**src/verilog/iir_ctrl_pkg.sv**
```systemverilog
package iir_ctrl_pkg;

	// receive buffer depths, also the sender's initial credits
	localparam int IN_DEPTH = 4;
	localparam int COEF_DEPTH = 2;

	// receiver slots granted to the filter after reset
	localparam int OUT_CREDITS = 3;
	localparam int OUT_CRED_W = $clog2(OUT_CREDITS + 1);

	// a1, a2, b0, b1, b2
	localparam int NUM_COEFS = 5;
	localparam int COEF_IDX_W = $clog2(NUM_COEFS);

	localparam int RUN_W = 8;

	typedef enum logic [2:0] {
		IDLE,
		LOAD_COEF,
		WAIT_SAMPLE,
		MUL_FB,
		MUL_FF,
		SUM,
		EMIT
	} ctrl_state_t;

	typedef struct packed {
		logic [RUN_W-1:0] count;
	} run_cmd_t;

endpackage

```
**src/verilog/iir_data_pkg.sv**
```systemverilog
package iir_data_pkg;

	// sample and coefficient widths
	localparam int SAMPLE_W = 8;
	localparam int COEF_W = 16;
	localparam int ACC_W = 27;

	// product widths, products wrap here
	localparam int FB_W = 2 * COEF_W;
	localparam int FF_W = COEF_W + SAMPLE_W;

	// scaling of the feedback sum
	localparam int FB_SHIFT = 3;

	// slices of yk for the output and for the new y1
	localparam int OUT_LSB = ACC_W - SAMPLE_W;
	localparam int HIST_LSB = ACC_W - COEF_W;

	typedef logic signed [SAMPLE_W-1:0] sample_t;
	typedef logic signed [COEF_W-1:0] coef_t;

	typedef struct packed {
		coef_t coef;
	} coef_word_t;

	// last is carried through to the output untouched
	typedef struct packed {
		sample_t sample;
		logic last;
	} sample_word_t;

	typedef struct packed {
		sample_t sample;
		logic last;
	} result_t;

endpackage

```
**src/verilog/iir_credit_fifo.sv**
```systemverilog
`timescale 1ns/1ps

module iir_credit_fifo #(
	parameter type payload_t = logic [7:0],
	parameter int DEPTH = 4
) (
	input logic clk,
	input logic reset,
	input logic wr_valid,
	input payload_t wr_data,
	output logic credit,
	input logic pop,
	output logic not_empty,
	output payload_t head
);
	localparam int PTR_W = (DEPTH > 1) ? $clog2(DEPTH) : 1;
	localparam int CNT_W = $clog2(DEPTH + 1);

	payload_t mem [DEPTH];
	logic [PTR_W-1:0] wr_ptr;
	logic [PTR_W-1:0] rd_ptr;
	logic [CNT_W-1:0] count;
	logic do_pop;

	// the sender never writes without a credit, so no full check
	assign do_pop = pop && not_empty;
	assign not_empty = (count != '0);
	assign head = mem[rd_ptr];

	always_ff @(posedge clk)
	begin
		if (wr_valid)
		begin
			mem[wr_ptr] <= wr_data;
		end
	end

	always_ff @(posedge clk)
	begin
		if (reset)
		begin
			wr_ptr <= '0;
			rd_ptr <= '0;
			count <= '0;
			credit <= 1'b0;
		end
		else
		begin
			if (wr_valid)
			begin
				wr_ptr <= (wr_ptr == PTR_W'(DEPTH - 1)) ? '0 : wr_ptr + 1'b1;
			end
			if (do_pop)
			begin
				rd_ptr <= (rd_ptr == PTR_W'(DEPTH - 1)) ? '0 : rd_ptr + 1'b1;
			end
			case ({wr_valid, do_pop})
				2'b10: count <= count + 1'b1;
				2'b01: count <= count - 1'b1;
				default: count <= count;
			endcase
			// one credit back per freed slot
			credit <= do_pop;
		end
	end

endmodule

```
**src/verilog/iir_ctrl_fsm.sv**
```systemverilog
`timescale 1ns/1ps

module iir_ctrl_fsm (
	input logic clk,
	input logic reset,
	input logic run_valid,
	input logic coef_ready,
	output logic coef_pop,
	output logic [iir_ctrl_pkg::COEF_IDX_W-1:0] coef_index,
	input logic sample_ready,
	output logic sample_pop,
	input logic budget_empty,
	output logic sample_done,
	output logic clear_history,
	output iir_ctrl_pkg::ctrl_state_t step,
	input logic out_credit,
	output logic out_valid
);
	import iir_ctrl_pkg::*;

	ctrl_state_t state;
	ctrl_state_t state_next;
	logic [OUT_CRED_W-1:0] credits;
	logic last_coef;

	assign step = state;
	assign clear_history = (state == IDLE) && run_valid;
	assign coef_pop = (state == LOAD_COEF) && coef_ready;
	assign last_coef = (coef_index == COEF_IDX_W'(NUM_COEFS - 1));
	// once the budget runs out no further sample is taken
	assign sample_pop = (state == WAIT_SAMPLE) && !budget_empty && sample_ready;
	assign out_valid = (state == EMIT) && (credits != '0);
	assign sample_done = out_valid;

	always_comb
	begin
		state_next = state;
		case (state)
			IDLE: if (run_valid) state_next = LOAD_COEF;
			LOAD_COEF: if (coef_pop && last_coef) state_next = WAIT_SAMPLE;
			WAIT_SAMPLE:
			begin
				if (budget_empty)
					state_next = IDLE;
				else if (sample_pop)
					state_next = MUL_FB;
			end
			MUL_FB: state_next = MUL_FF;
			MUL_FF: state_next = SUM;
			SUM: state_next = EMIT;
			// holds here while the receiver has no room
			EMIT: if (out_valid) state_next = WAIT_SAMPLE;
			default: state_next = IDLE;
		endcase
	end

	always_ff @(posedge clk)
	begin
		if (reset)
		begin
			state <= IDLE;
			coef_index <= '0;
		end
		else
		begin
			state <= state_next;
			if (clear_history)
				coef_index <= '0;
			else if (coef_pop && !last_coef)
				coef_index <= coef_index + 1'b1;
		end
	end

	// output credits, spent on out_valid and returned by the receiver
	always_ff @(posedge clk)
	begin
		if (reset)
			credits <= OUT_CRED_W'(OUT_CREDITS);
		else
		begin
			case ({out_valid, out_credit})
				2'b10: credits <= credits - 1'b1;
				2'b01: credits <= credits + 1'b1;
				default: credits <= credits;
			endcase
		end
	end

endmodule

```
**src/verilog/iir_datapath.sv**
```systemverilog
`timescale 1ns/1ps

module iir_datapath (
	input logic clk,
	input logic reset,
	input logic coef_pop,
	input logic [iir_ctrl_pkg::COEF_IDX_W-1:0] coef_index,
	input iir_data_pkg::coef_word_t coef_word,
	input logic sample_pop,
	input iir_data_pkg::sample_word_t sample_word,
	input logic clear_history,
	input iir_ctrl_pkg::ctrl_state_t step,
	output iir_data_pkg::result_t out_word
);
	import iir_data_pkg::*;
	import iir_ctrl_pkg::*;

	coef_t a1, a2, b0, b1, b2;
	coef_t y1, y2;
	sample_t u0, u1, u2;
	logic last_q;

	logic signed [FB_W-1:0] fb_sum;
	logic signed [FF_W-1:0] ff_sum;
	logic signed [ACC_W-1:0] fb_q;
	logic signed [ACC_W-1:0] ff_q;
	logic signed [ACC_W-1:0] yk;

	always_comb
	begin
		fb_sum = a1 * y1 + a2 * y2;
		ff_sum = b0 * u0 + b1 * u1 + b2 * u2;
		yk = fb_q + ff_q;
	end

	// coefficients arrive as a1, a2, b0, b1, b2
	always_ff @(posedge clk)
	begin
		if (coef_pop)
		begin
			case (coef_index)
				0: a1 <= coef_word.coef;
				1: a2 <= coef_word.coef;
				2: b0 <= coef_word.coef;
				3: b1 <= coef_word.coef;
				4: b2 <= coef_word.coef;
				default: ;
			endcase
		end
	end

	always_ff @(posedge clk)
	begin
		if (sample_pop)
		begin
			u0 <= sample_word.sample;
			last_q <= sample_word.last;
		end
		case (step)
			// shift right by FB_SHIFT, only ACC_W bits survive
			MUL_FB: fb_q <= fb_sum[ACC_W+FB_SHIFT-1:FB_SHIFT];
			MUL_FF: ff_q <= {{(ACC_W - FF_W){ff_sum[FF_W-1]}}, ff_sum};
			SUM:
			begin
				out_word.sample <= yk[ACC_W-1:OUT_LSB];
				out_word.last <= last_q;
			end
			default: ;
		endcase
	end

	// history, zeroed at the start of every run
	always_ff @(posedge clk)
	begin
		if (reset || clear_history)
		begin
			y1 <= '0;
			y2 <= '0;
			u1 <= '0;
			u2 <= '0;
		end
		else if (step == SUM)
		begin
			y1 <= yk[ACC_W-1:HIST_LSB];
			y2 <= y1;
			u1 <= u0;
			u2 <= u1;
		end
	end

endmodule

```
**src/verilog/iir_run_budget.sv**
```systemverilog
`timescale 1ns/1ps

module iir_run_budget (
	input logic clk,
	input logic reset,
	input logic run_valid,
	input iir_ctrl_pkg::run_cmd_t run_cmd,
	input logic sample_done,
	output logic budget_empty,
	output logic done
);
	import iir_ctrl_pkg::*;

	logic [RUN_W-1:0] remaining;
	logic active;

	assign budget_empty = (remaining == '0);

	always_ff @(posedge clk)
	begin
		if (reset)
		begin
			remaining <= '0;
			active <= 1'b0;
			done <= 1'b0;
		end
		else
		begin
			done <= 1'b0;
			if (!active && run_valid)
			begin
				remaining <= run_cmd.count;
				active <= (run_cmd.count != '0);
			end
			else if (active && sample_done)
			begin
				remaining <= remaining - 1'b1;
				// last sample of the run, budget_empty rises with done
				if (remaining == RUN_W'(1))
				begin
					active <= 1'b0;
					done <= 1'b1;
				end
			end
		end
	end

endmodule

```
**src/verilog/iir_top.sv**
```systemverilog
`timescale 1ns/1ps

module iir_top (
	input logic clk,
	input logic reset,
	input logic coef_valid,
	input iir_data_pkg::coef_word_t coef_word,
	output logic coef_credit,
	input logic in_valid,
	input iir_data_pkg::sample_word_t in_word,
	output logic in_credit,
	input logic run_valid,
	input iir_ctrl_pkg::run_cmd_t run_cmd,
	output logic out_valid,
	output iir_data_pkg::result_t out_word,
	input logic out_credit,
	output logic done
);
	import iir_data_pkg::*;
	import iir_ctrl_pkg::*;

	coef_word_t coef_head;
	sample_word_t sample_head;
	logic coef_ready;
	logic coef_pop;
	logic [COEF_IDX_W-1:0] coef_index;
	logic sample_ready;
	logic sample_pop;
	logic budget_empty;
	logic sample_done;
	logic clear_history;
	ctrl_state_t step;

	iir_credit_fifo #(
		.payload_t(coef_word_t),
		.DEPTH(COEF_DEPTH)
	) coef_fifo0 (
		.clk(clk),
		.reset(reset),
		.wr_valid(coef_valid),
		.wr_data(coef_word),
		.credit(coef_credit),
		.pop(coef_pop),
		.not_empty(coef_ready),
		.head(coef_head)
	);

	iir_credit_fifo #(
		.payload_t(sample_word_t),
		.DEPTH(IN_DEPTH)
	) sample_fifo0 (
		.clk(clk),
		.reset(reset),
		.wr_valid(in_valid),
		.wr_data(in_word),
		.credit(in_credit),
		.pop(sample_pop),
		.not_empty(sample_ready),
		.head(sample_head)
	);

	iir_run_budget budget0 (
		.clk(clk),
		.reset(reset),
		.run_valid(run_valid),
		.run_cmd(run_cmd),
		.sample_done(sample_done),
		.budget_empty(budget_empty),
		.done(done)
	);

	iir_ctrl_fsm fsm0 (
		.clk(clk),
		.reset(reset),
		.run_valid(run_valid),
		.coef_ready(coef_ready),
		.coef_pop(coef_pop),
		.coef_index(coef_index),
		.sample_ready(sample_ready),
		.sample_pop(sample_pop),
		.budget_empty(budget_empty),
		.sample_done(sample_done),
		.clear_history(clear_history),
		.step(step),
		.out_credit(out_credit),
		.out_valid(out_valid)
	);

	iir_datapath datapath0 (
		.clk(clk),
		.reset(reset),
		.coef_pop(coef_pop),
		.coef_index(coef_index),
		.coef_word(coef_head),
		.sample_pop(sample_pop),
		.sample_word(sample_head),
		.clear_history(clear_history),
		.step(step),
		.out_word(out_word)
	);

endmodule
```
**config.mk**
```make
export PLATFORM = sky130hd
export DESIGN_NAME = iir_top
export DESIGN_NICKNAME = d
export VERILOG_FILES = /design/src/verilog/iir_ctrl_pkg.sv /design/src/verilog/iir_data_pkg.sv /design/src/verilog/iir_credit_fifo.sv /design/src/verilog/iir_ctrl_fsm.sv /design/src/verilog/iir_datapath.sv /design/src/verilog/iir_run_budget.sv /design/src/verilog/iir_top.sv
export SDC_FILE = /design/constraint.sdc
export NUM_CORES = 2
export LEC_CHECK = 0
export BUFFER_PORTS_ARGS = -buffer_cell sky130_fd_sc_hd__buf_2
export CAP_MARGIN = 20
export CORE_MARGIN = 1
export CORE_UTILIZATION = 30
export DETAILED_ROUTE_END_ITERATION = 6
export PLACE_DENSITY = 0.45
export SLEW_MARGIN = 30
export SYNTH_ARGS = -nofsm -noshare
export SYNTH_HDL_FRONTEND = slang
export SYNTH_HIERARCHICAL = 1
export SYNTH_SLANG_ARGS = --single-unit
```
**constraint.sdc**
```tcl
create_clock -name clk -period 8.9 [get_ports clk]
set_input_delay 0.445 -clock clk [delete_from_list [all_inputs] [get_ports clk]]
set_output_delay 0.445 -clock clk [all_outputs]
set_load 0.01 [all_outputs]
```
Word-level counts from Yosys, hierarchy flattened
Memories as Yosys holds them, arrays and structs flattened. A register that Yosys moved wholly into a read port is not among the register bits.
Index checks and enable logic that the tools add are counted.
{"block": "op_classes", "n_reduce_logical": 36, "bitwise_logic": 1, "add_sub_neg": 16, "eq_ne": 23, "mux": 25, "mul": 5}
{"op": "$mul 16x8->24", "n": 3}
{"op": "$mul 16x16->30", "n": 2}
{"op": "$add 24x24->24", "n": 2}
{"op": "$add 30x30->30", "n": 1}
{"op": "$add 27x24->27", "n": 1}
{"op": "$pmux 3 s7", "n": 1}
{"op": "$mux 8", "n": 2}
{"op": "$mux 3", "n": 5}
{"op": "$reduce_bool 2->1", "n": 7}
{"op": "$eq 3x2->1 const B", "n": 4}
{"op": "$eq 3x3->1 const B", "n": 4}
{"op": "$mux 1", "n": 12}
{"op": "$reduce_and 2->1", "n": 6}
{"op": "$logic_and 1x1->1", "n": 11}
{"op": "$eq 2x2->1 const B", "n": 5}
{"op": "$add 2x1->2 const B", "n": 4}
{"op": "$eq 8x1->1 const B", "n": 1}
{"op": "$logic_not 8->1", "n": 1}
{"op": "$pmux 2 s2", "n": 2}
{"op": "$reduce_bool 8->1", "n": 1}
{"op": "$sub 8x1->8 const B", "n": 1}
{"op": "$add 3x1->3 const B", "n": 2}
{"op": "$eq 2x1->1 const B", "n": 3}
{"op": "$eq 3x1->1 const B", "n": 2}
{"op": "other kinds (15)", "n": 23}
{"block": "totals", "ram_bits": 68, "in_bits": 39, "register_bits": 219, "output_inout_bits": 13, "memories": 2}
{"memory": "sample_fifo0.mem", "words": 4, "width": 9, "read_ports": 1, "rd_clocked_by_memory_dff": 1, "write_ports": 1, "line_no": "iir_credit_fifo.sv:19", "source": "payload_t mem [DEPTH];"}
{"memory": "coef_fifo0.mem", "words": 2, "width": 16, "read_ports": 1, "rd_clocked_by_memory_dff": 1, "write_ports": 1, "line_no": "iir_credit_fifo.sv:19"}

Longest topological paths before layout
{"block": "logic_depth", "word_depth": 7, "mapped_depth": 27}

Modules after synthesis
The synthesis kept the hierarchy.
{"mod": "iir_datapath", "area_each_um2": 38927.3, "n_inst": 1, "cells_per_inst": 3880}
{"mod": "iir_credit_fifo (sample_fifo0)", "area_each_um2": 1790.5, "n_inst": 1, "cells_per_inst": 98}
{"mod": "iir_credit_fifo (coef_fifo0)", "area_each_um2": 1382.6, "n_inst": 1, "cells_per_inst": 75}
{"mod": "iir_run_budget", "area_each_um2": 615.6, "n_inst": 1, "cells_per_inst": 72}
{"mod": "iir_ctrl_fsm", "area_each_um2": 493.0, "n_inst": 1, "cells_per_inst": 58}

Worst setup path before layout
No wires, ideal clock.
{"block": "synth_timing", "path_kind": "reg-to-reg", "from": "reg datapath0.y1[14]", "to": "reg datapath0.fb_q[25] (data pin)", "path_slack_ns": 1.926, "arrival_time_ns": 6.716, "required_ns": 8.642, "path_stages_with_launch": 26, "setup_ns": 0.258, "path_buffers": 2, "synth_period_minus_slack_ns": 6.974, "path_cell_list": "dfxtp_1 > clkbuf_1 > clkbuf_1 > nand2_1 > fa_1 > inv_1 > fa_1 > inv_1 > fa_1 > inv_1 > fa_1 > fa_1 > fa_1 > fa_1 > inv_1 > fa_1 > inv_1 > ha_1 > a21o_1 > a21o_1 > a21oi_1 > o221ai_1 > a221oi_2 > o2111ai_1 > a21oi_1 > xnor2_1"}
{"block": "synth_via", "elab_chain_cells": 2}
{"element": "start, declared", "line_no": "iir_datapath.sv:19", "source": "coef_t y1, y2;"}
{"element": "start signal, assigned", "line_no": "iir_datapath.sv:84", "source": "y1 <= yk[ACC_W-1:HIST_LSB];"}
{"element": "$mul 16x16->30", "line_no": "iir_datapath.sv:31", "source": "fb_sum = a1 * y1 + a2 * y2;"}
{"element": "$add 30x30->30", "line_no": "iir_datapath.sv:31"}
{"element": "net datapath0.fb_sum[28]", "line_no": "iir_datapath.sv:23", "source": "logic signed [FB_W-1:0] fb_sum;"}
{"element": "end signal, assigned", "line_no": "iir_datapath.sv:61", "source": "MUL_FB: fb_q <= fb_sum[ACC_W+FB_SHIFT-1:FB_SHIFT];"}
{"element": "end, declared", "line_no": "iir_datapath.sv:25", "source": "logic signed [ACC_W-1:0] fb_q;"}
The timed path passes the listed nets, and every way through them passes these cells.
A chain may end at the register's enable or synchronous reset.

Final worst setup path
{"block": "layout_timing", "from": "reg datapath0.a2[15]", "to": "reg datapath0.fb_q[25] (data pin)"}
{"block": "layout_via", "elab_chain_cells": 2}
{"element": "start, declared", "line_no": "iir_datapath.sv:18", "source": "coef_t a1, a2, b0, b1, b2;"}
{"element": "start signal, assigned", "line_no": "iir_datapath.sv:43", "source": "1: a2 <= coef_word.coef;"}
{"element": "$mul 16x16->30", "line_no": "iir_datapath.sv:31"}
{"element": "$add 30x30->30", "line_no": "iir_datapath.sv:31"}
{"element": "net datapath0.fb_sum[28]", "line_no": "iir_datapath.sv:23"}
The timed path passes the listed nets, and every way through them passes these cells.

==> key figures <==
Status
  • Status: finished clean

Yosys
  • Yosys cell types: 85
  • Synth top area share: between 40% and 50%
  • Synth Area in Compound Gates: under 10%
  • Synthesis warning total: 6
  • Multiplexer share of the synthesized area: 1.00%
  • Register area share after synthesis: approximately a fifth
  • EDFF count, synth: approximately 220
  • Mapped cell area: between 0.04 and 0.05 mm²
  • Simple-gate area share of the yosys netlist: 13.5%
  • Top FF cell, synth: edfxtp_1
  • Area leader, netlist: fa_1
  • Synthesized area per cell: between 10 and 15 µm²
  • Asr flop ratio synth: 0%
  • Largest family of logic cells by synthesized area: adder cells
  • Top post-synthesis cells by area: fa_1, edfxtp_1, inv_1, ha_1, and2_1
  • #FFs+latches synth: ~300
  • Post-synthesis adder-cell area fraction: around half
  • Syn_nets: roughly 5400
  • Gate Count Post-Synth: 4183
  • Xor/xnor cell area share of the yosys netlist: under 10%

Clock network
  • CTS H-tree depth: 2
  • CTS Root Cell: clkbuf_16
  • # clock sinks: 299
  • CTS tree: done
  • Clock Path Buffers: 3
  • Post-CTS setup buffers: 0
  • TritonCTS Buffers: 39
  • Clk Latency, worst-skew pair: roughly 0.60 ns
  • Clock slew at reported path FFs: roughly 0.070 ns

Worst setup path
  • Reg2reg start: datapath0/a2[15]
  • CP max-delay cell: fa_1
  • Worst path required time: approximately 9 ns
  • Top delay family on crit path: adder cells
  • CP Capture Type: flop
  • Max stage delay on crit path: slightly below 0.7 ns
  • CP startpoint: datapath0/a2[15]
  • WS Path Type: reg2reg
  • Reg2Reg Setup Slack: 1.10 ns
  • Startpoint Class: flop
  • Crit path DAT: around 8.1 ns
  • Buf/Inv on CP: 6
  • CP cell instances: buf_4 -> nand2_1 -> fa_1 -> inv_1 -> fa_1 -> inv_1 -> fa_1 -> inv_1 -> fa_1 -> fa_1 -> fa_1 -> fa_1 -> inv_1 -> fa_1 -> inv_1 -> ha_1 -> a21o_1 -> a21o_1 -> a21oi_1 -> o221ai_1 -> a221oi_2 -> o2111ai_1 -> a21oi_1 -> xnor2_1
  • CP Max Fanout: 15
  • Critical Path Most Common Cell: fa_1

Die
  • Core ar.: 0.142 mm²
  • Width of the chip: between 300 and 400 µm
  • Cell Rows: ~140
  • # IOs: between 50 and 60
  • Die footprint: roughly 0.15 mm²
  • Starting density of the core: a little under a third
  • Chip height: ~380 µm

STA
  • Final Skew: ~0.02 ns
  • Period Utilization, post-route: between 80% and 90%
  • Fin. Hold Viols: 0
  • Hold WS: about 0.05 ns
  • Final Max Slew Viols: 0
  • Worst-margin pin slew: ~0.95 ns
  • Fin crit period: a little under 8 ns
  • RSZ-0062 raised after global routing: false
  • # setup viols final: 0
  • Slew margin rel.: between 30% and 40%
  • Fmax: 0.128 GHz
  • Setup Total Neg Slack: 0 ns

Global route
  • Initial antenna violation count: 13
  • First-pass GRT wire length: approximately 180000 µm
  • GRT Overall Usage: between 10% and 20%
  • Number of global-route vias before repair: around 30000
  • GR Overflow Total: 0
  • Pin count of the biggest net entering global routing: 54

Job
  • Max_cap viols: 0

Power
  • Switch share: 30.6%
  • Comb pwr share: approximately a fifth
  • Final Power: between 4 and 5 mW
  • Cell Int Power: roughly 3.0 mW
  • Leakage power: 21.2 nW
  • Worst vdd ir: ~0.13 mV
  • Reg power frac: about two fifths
  • Power Density: 92.3 mW/mm²
  • Switch Pwr: 1.33 mW
  • Clk pwr share: between 40% and 50%

Detailed routing
  • Final ANT Viol Nets: 0
  • DRC Markers: 0
  • DRT Pass-1 Iters: 7
  • Vias per cell: between 4 and 5
  • Drt wl/cell: 18.4 µm
  • Via count: between 20000 and 30000
  • Initial DRC count: ~1400
  • Final WL: approximately 110000 µm

Final layout
  • Share of layout cells above drive strength 1: around 5%
  • Post-route cell area: ~0.047 mm²
  • Layout area overhead: 9.12%
  • Final nets: 5426

Place
  • GP Congestion: approximately 0.8
  • Area post-placement: approximately 0.046 mm²
  • DP HPWL: 93300 µm
  • I/O Buffers: 51

Worst hold path
  • Worst Hold Class: in2reg
  • Min-delay src: coef_word[1]
-- cell usage after synthesis, types with 3 or more instances --
cell type  count
inv_1        984
fa_1         931
nand2_1      553
and2_1       388
ha_1         266
edfxtp_1     217
clkbuf_1     126
a21oi_1       95
xnor2_1       92
dfxtp_1       82
nor2_1        80
nand2b_1      54
o21ai_0       34
xor2_1        31
nand3_1       23
a21o_1        17
nor3_1        17
mux2_2        16
and3_1        10
mux4_2         9
o21a_1         8
o21bai_1       8
a211oi_1       7
nand4_1        7
nor2b_1        7
o211ai_1       7
a31oi_1        6
or3_1          6
a31o_2         5
mux2i_1        5
buf_1          4
nor4_1         4
a211o_1        3
a22oi_1        3
nor4bb_1       3
o2111ai_1      3
o221ai_1       3
o31ai_1        3
-- final timing paths --
| kind | to | cells after the start |
|---|---|---|
| setup / recovery | datapath0/fb_q[25] | 24 |
| hold / removal | coef_fifo0/mem[0][1] | 1 |
| setup reg to reg | datapath0/fb_q[25] | 24 |
| hold reg to reg | datapath0/out_word[0] | 0 |
-- registers in the layout, summed over array words and instances (netlist names), 9 cells and up, named ones only --
name	cells
coef_fifo0/mem	32
datapath0/a1	16
datapath0/a2	16
datapath0/b0	16
datapath0/b1	16
datapath0/b2	16
datapath0/fb_q	27
datapath0/ff_q	24
datapath0/out_word	9
datapath0/y1	16
datapath0/y2	16
sample_fifo0/mem	36
-- cells in the final DEF, fill, tap and decap left out, types with 8 or more instances in the layout --
cell | netlist | layout
a21o_1 | 17 | 17
a21oi_1 | 95 | 95
and2_1 | 388 | 388
and3_1 | 10 | 10
buf_2 | 2 | 51
buf_4 | 2 | 43
clkbuf_1 | 126 | 10
clkbuf_16 | 0 | 40
dfxtp_1 | 82 | 82
edfxtp_1 | 217 | 217
fa_1 | 931 | 931
ha_1 | 266 | 266
inv_1 | 984 | 984
mux2_2 | 16 | 16
mux4_2 | 9 | 9
nand2_1 | 553 | 553
nand2b_1 | 54 | 54
nand3_1 | 23 | 23
nor2_1 | 80 | 78
nor3_1 | 17 | 16
o21a_1 | 8 | 8
o21ai_0 | 34 | 34
o21bai_1 | 8 | 8
xnor2_1 | 92 | 92
xor2_1 | 31 | 31
-- power by group through the flow --
| stage | logic, mW | clock network [mW] | registers [mW] |
|---|---|---|---|
| after detailed placement | 0.937 | 0 | 1.72 |
| after CTS | 0.946 | 1.80 | 1.69 |
| final | 0.922 | 1.74 | 1.69 |
| after floorplan | 0.690 | 0 | 1.65 |
| after global routing | 1.05 | 1.84 | 1.70 |
| after global placement | 0.931 | 0 | 1.71 |
-- through the flow --
step	setup slack, ns	util, %	std cells
2_1_floorplan	1.93	-	4183
3_3_place_gp	1.15	32.1	6032
3_5_place_dp	1.10	32.1	6032
4_1_cts	1.08	33.1	6111
5_1_grt	0.692	33.1	6112
6_report	1.10	33.1	6112
-- per-layer routing --
layer,up-vias,wire [µm],part of all wire (%),track usage (%)
met4,16,2450,2.2,3.70
met1,14200,50300,45,22.1
met3,121,4250,3.8,1.87
li1,12500,-,-,-
met5,-,116,0.10,0.165
met2,455,55100,49,27.4
-- kinds of logic after synthesis --
kind of cell | count (synthesis)
XOR/XNOR | 123
adder cells (fa/ha/maj) | 1197
buffers and inverters | 1123
flip-flops | 299
AND/OR/NAND/NOR | 1178
AO/OA/AOI/OAI | 233
multiplexers | 30
-- worst register-to-register path: stages, from the launching register on --
cell and delay [ns]:
edfxtp_1 0.33, buf_4 0.22, nand2_1 0.49, fa_1 0.70, inv_1 0.05, fa_1 0.49, inv_1 0.05, fa_1 0.48
inv_1 0.05, fa_1 0.47, fa_1 0.58, fa_1 0.45, fa_1 0.50, inv_1 0.06, fa_1 0.50, inv_1 0.05
ha_1 0.35, a21o_1 0.20, a21o_1 0.17, a21oi_1 0.25, o221ai_1 0.20, a221oi_2 0.44, o2111ai_1 0.19, a21oi_1 0.20
xnor2_1 0.08
-- repair_timing --
action,4_1_cts,5_1_grt
resized for setup,0,0
hold endpoints to repair,13,0
hold buffers,7,0
-- area by class of cell --
type	count	area [µm²]
Clock inverter	16	277
Fill cell	14800	95100
Antenna cell	1	2.50
Multi-Input combinational cell	2761	30900
Inverter	988	3710
Timing Repair Buffer	101	648
Clock buffer	56	1120
Sequential cell	299	8160
Tap cell	1890	2360
(Power assumes the default switching activity.)
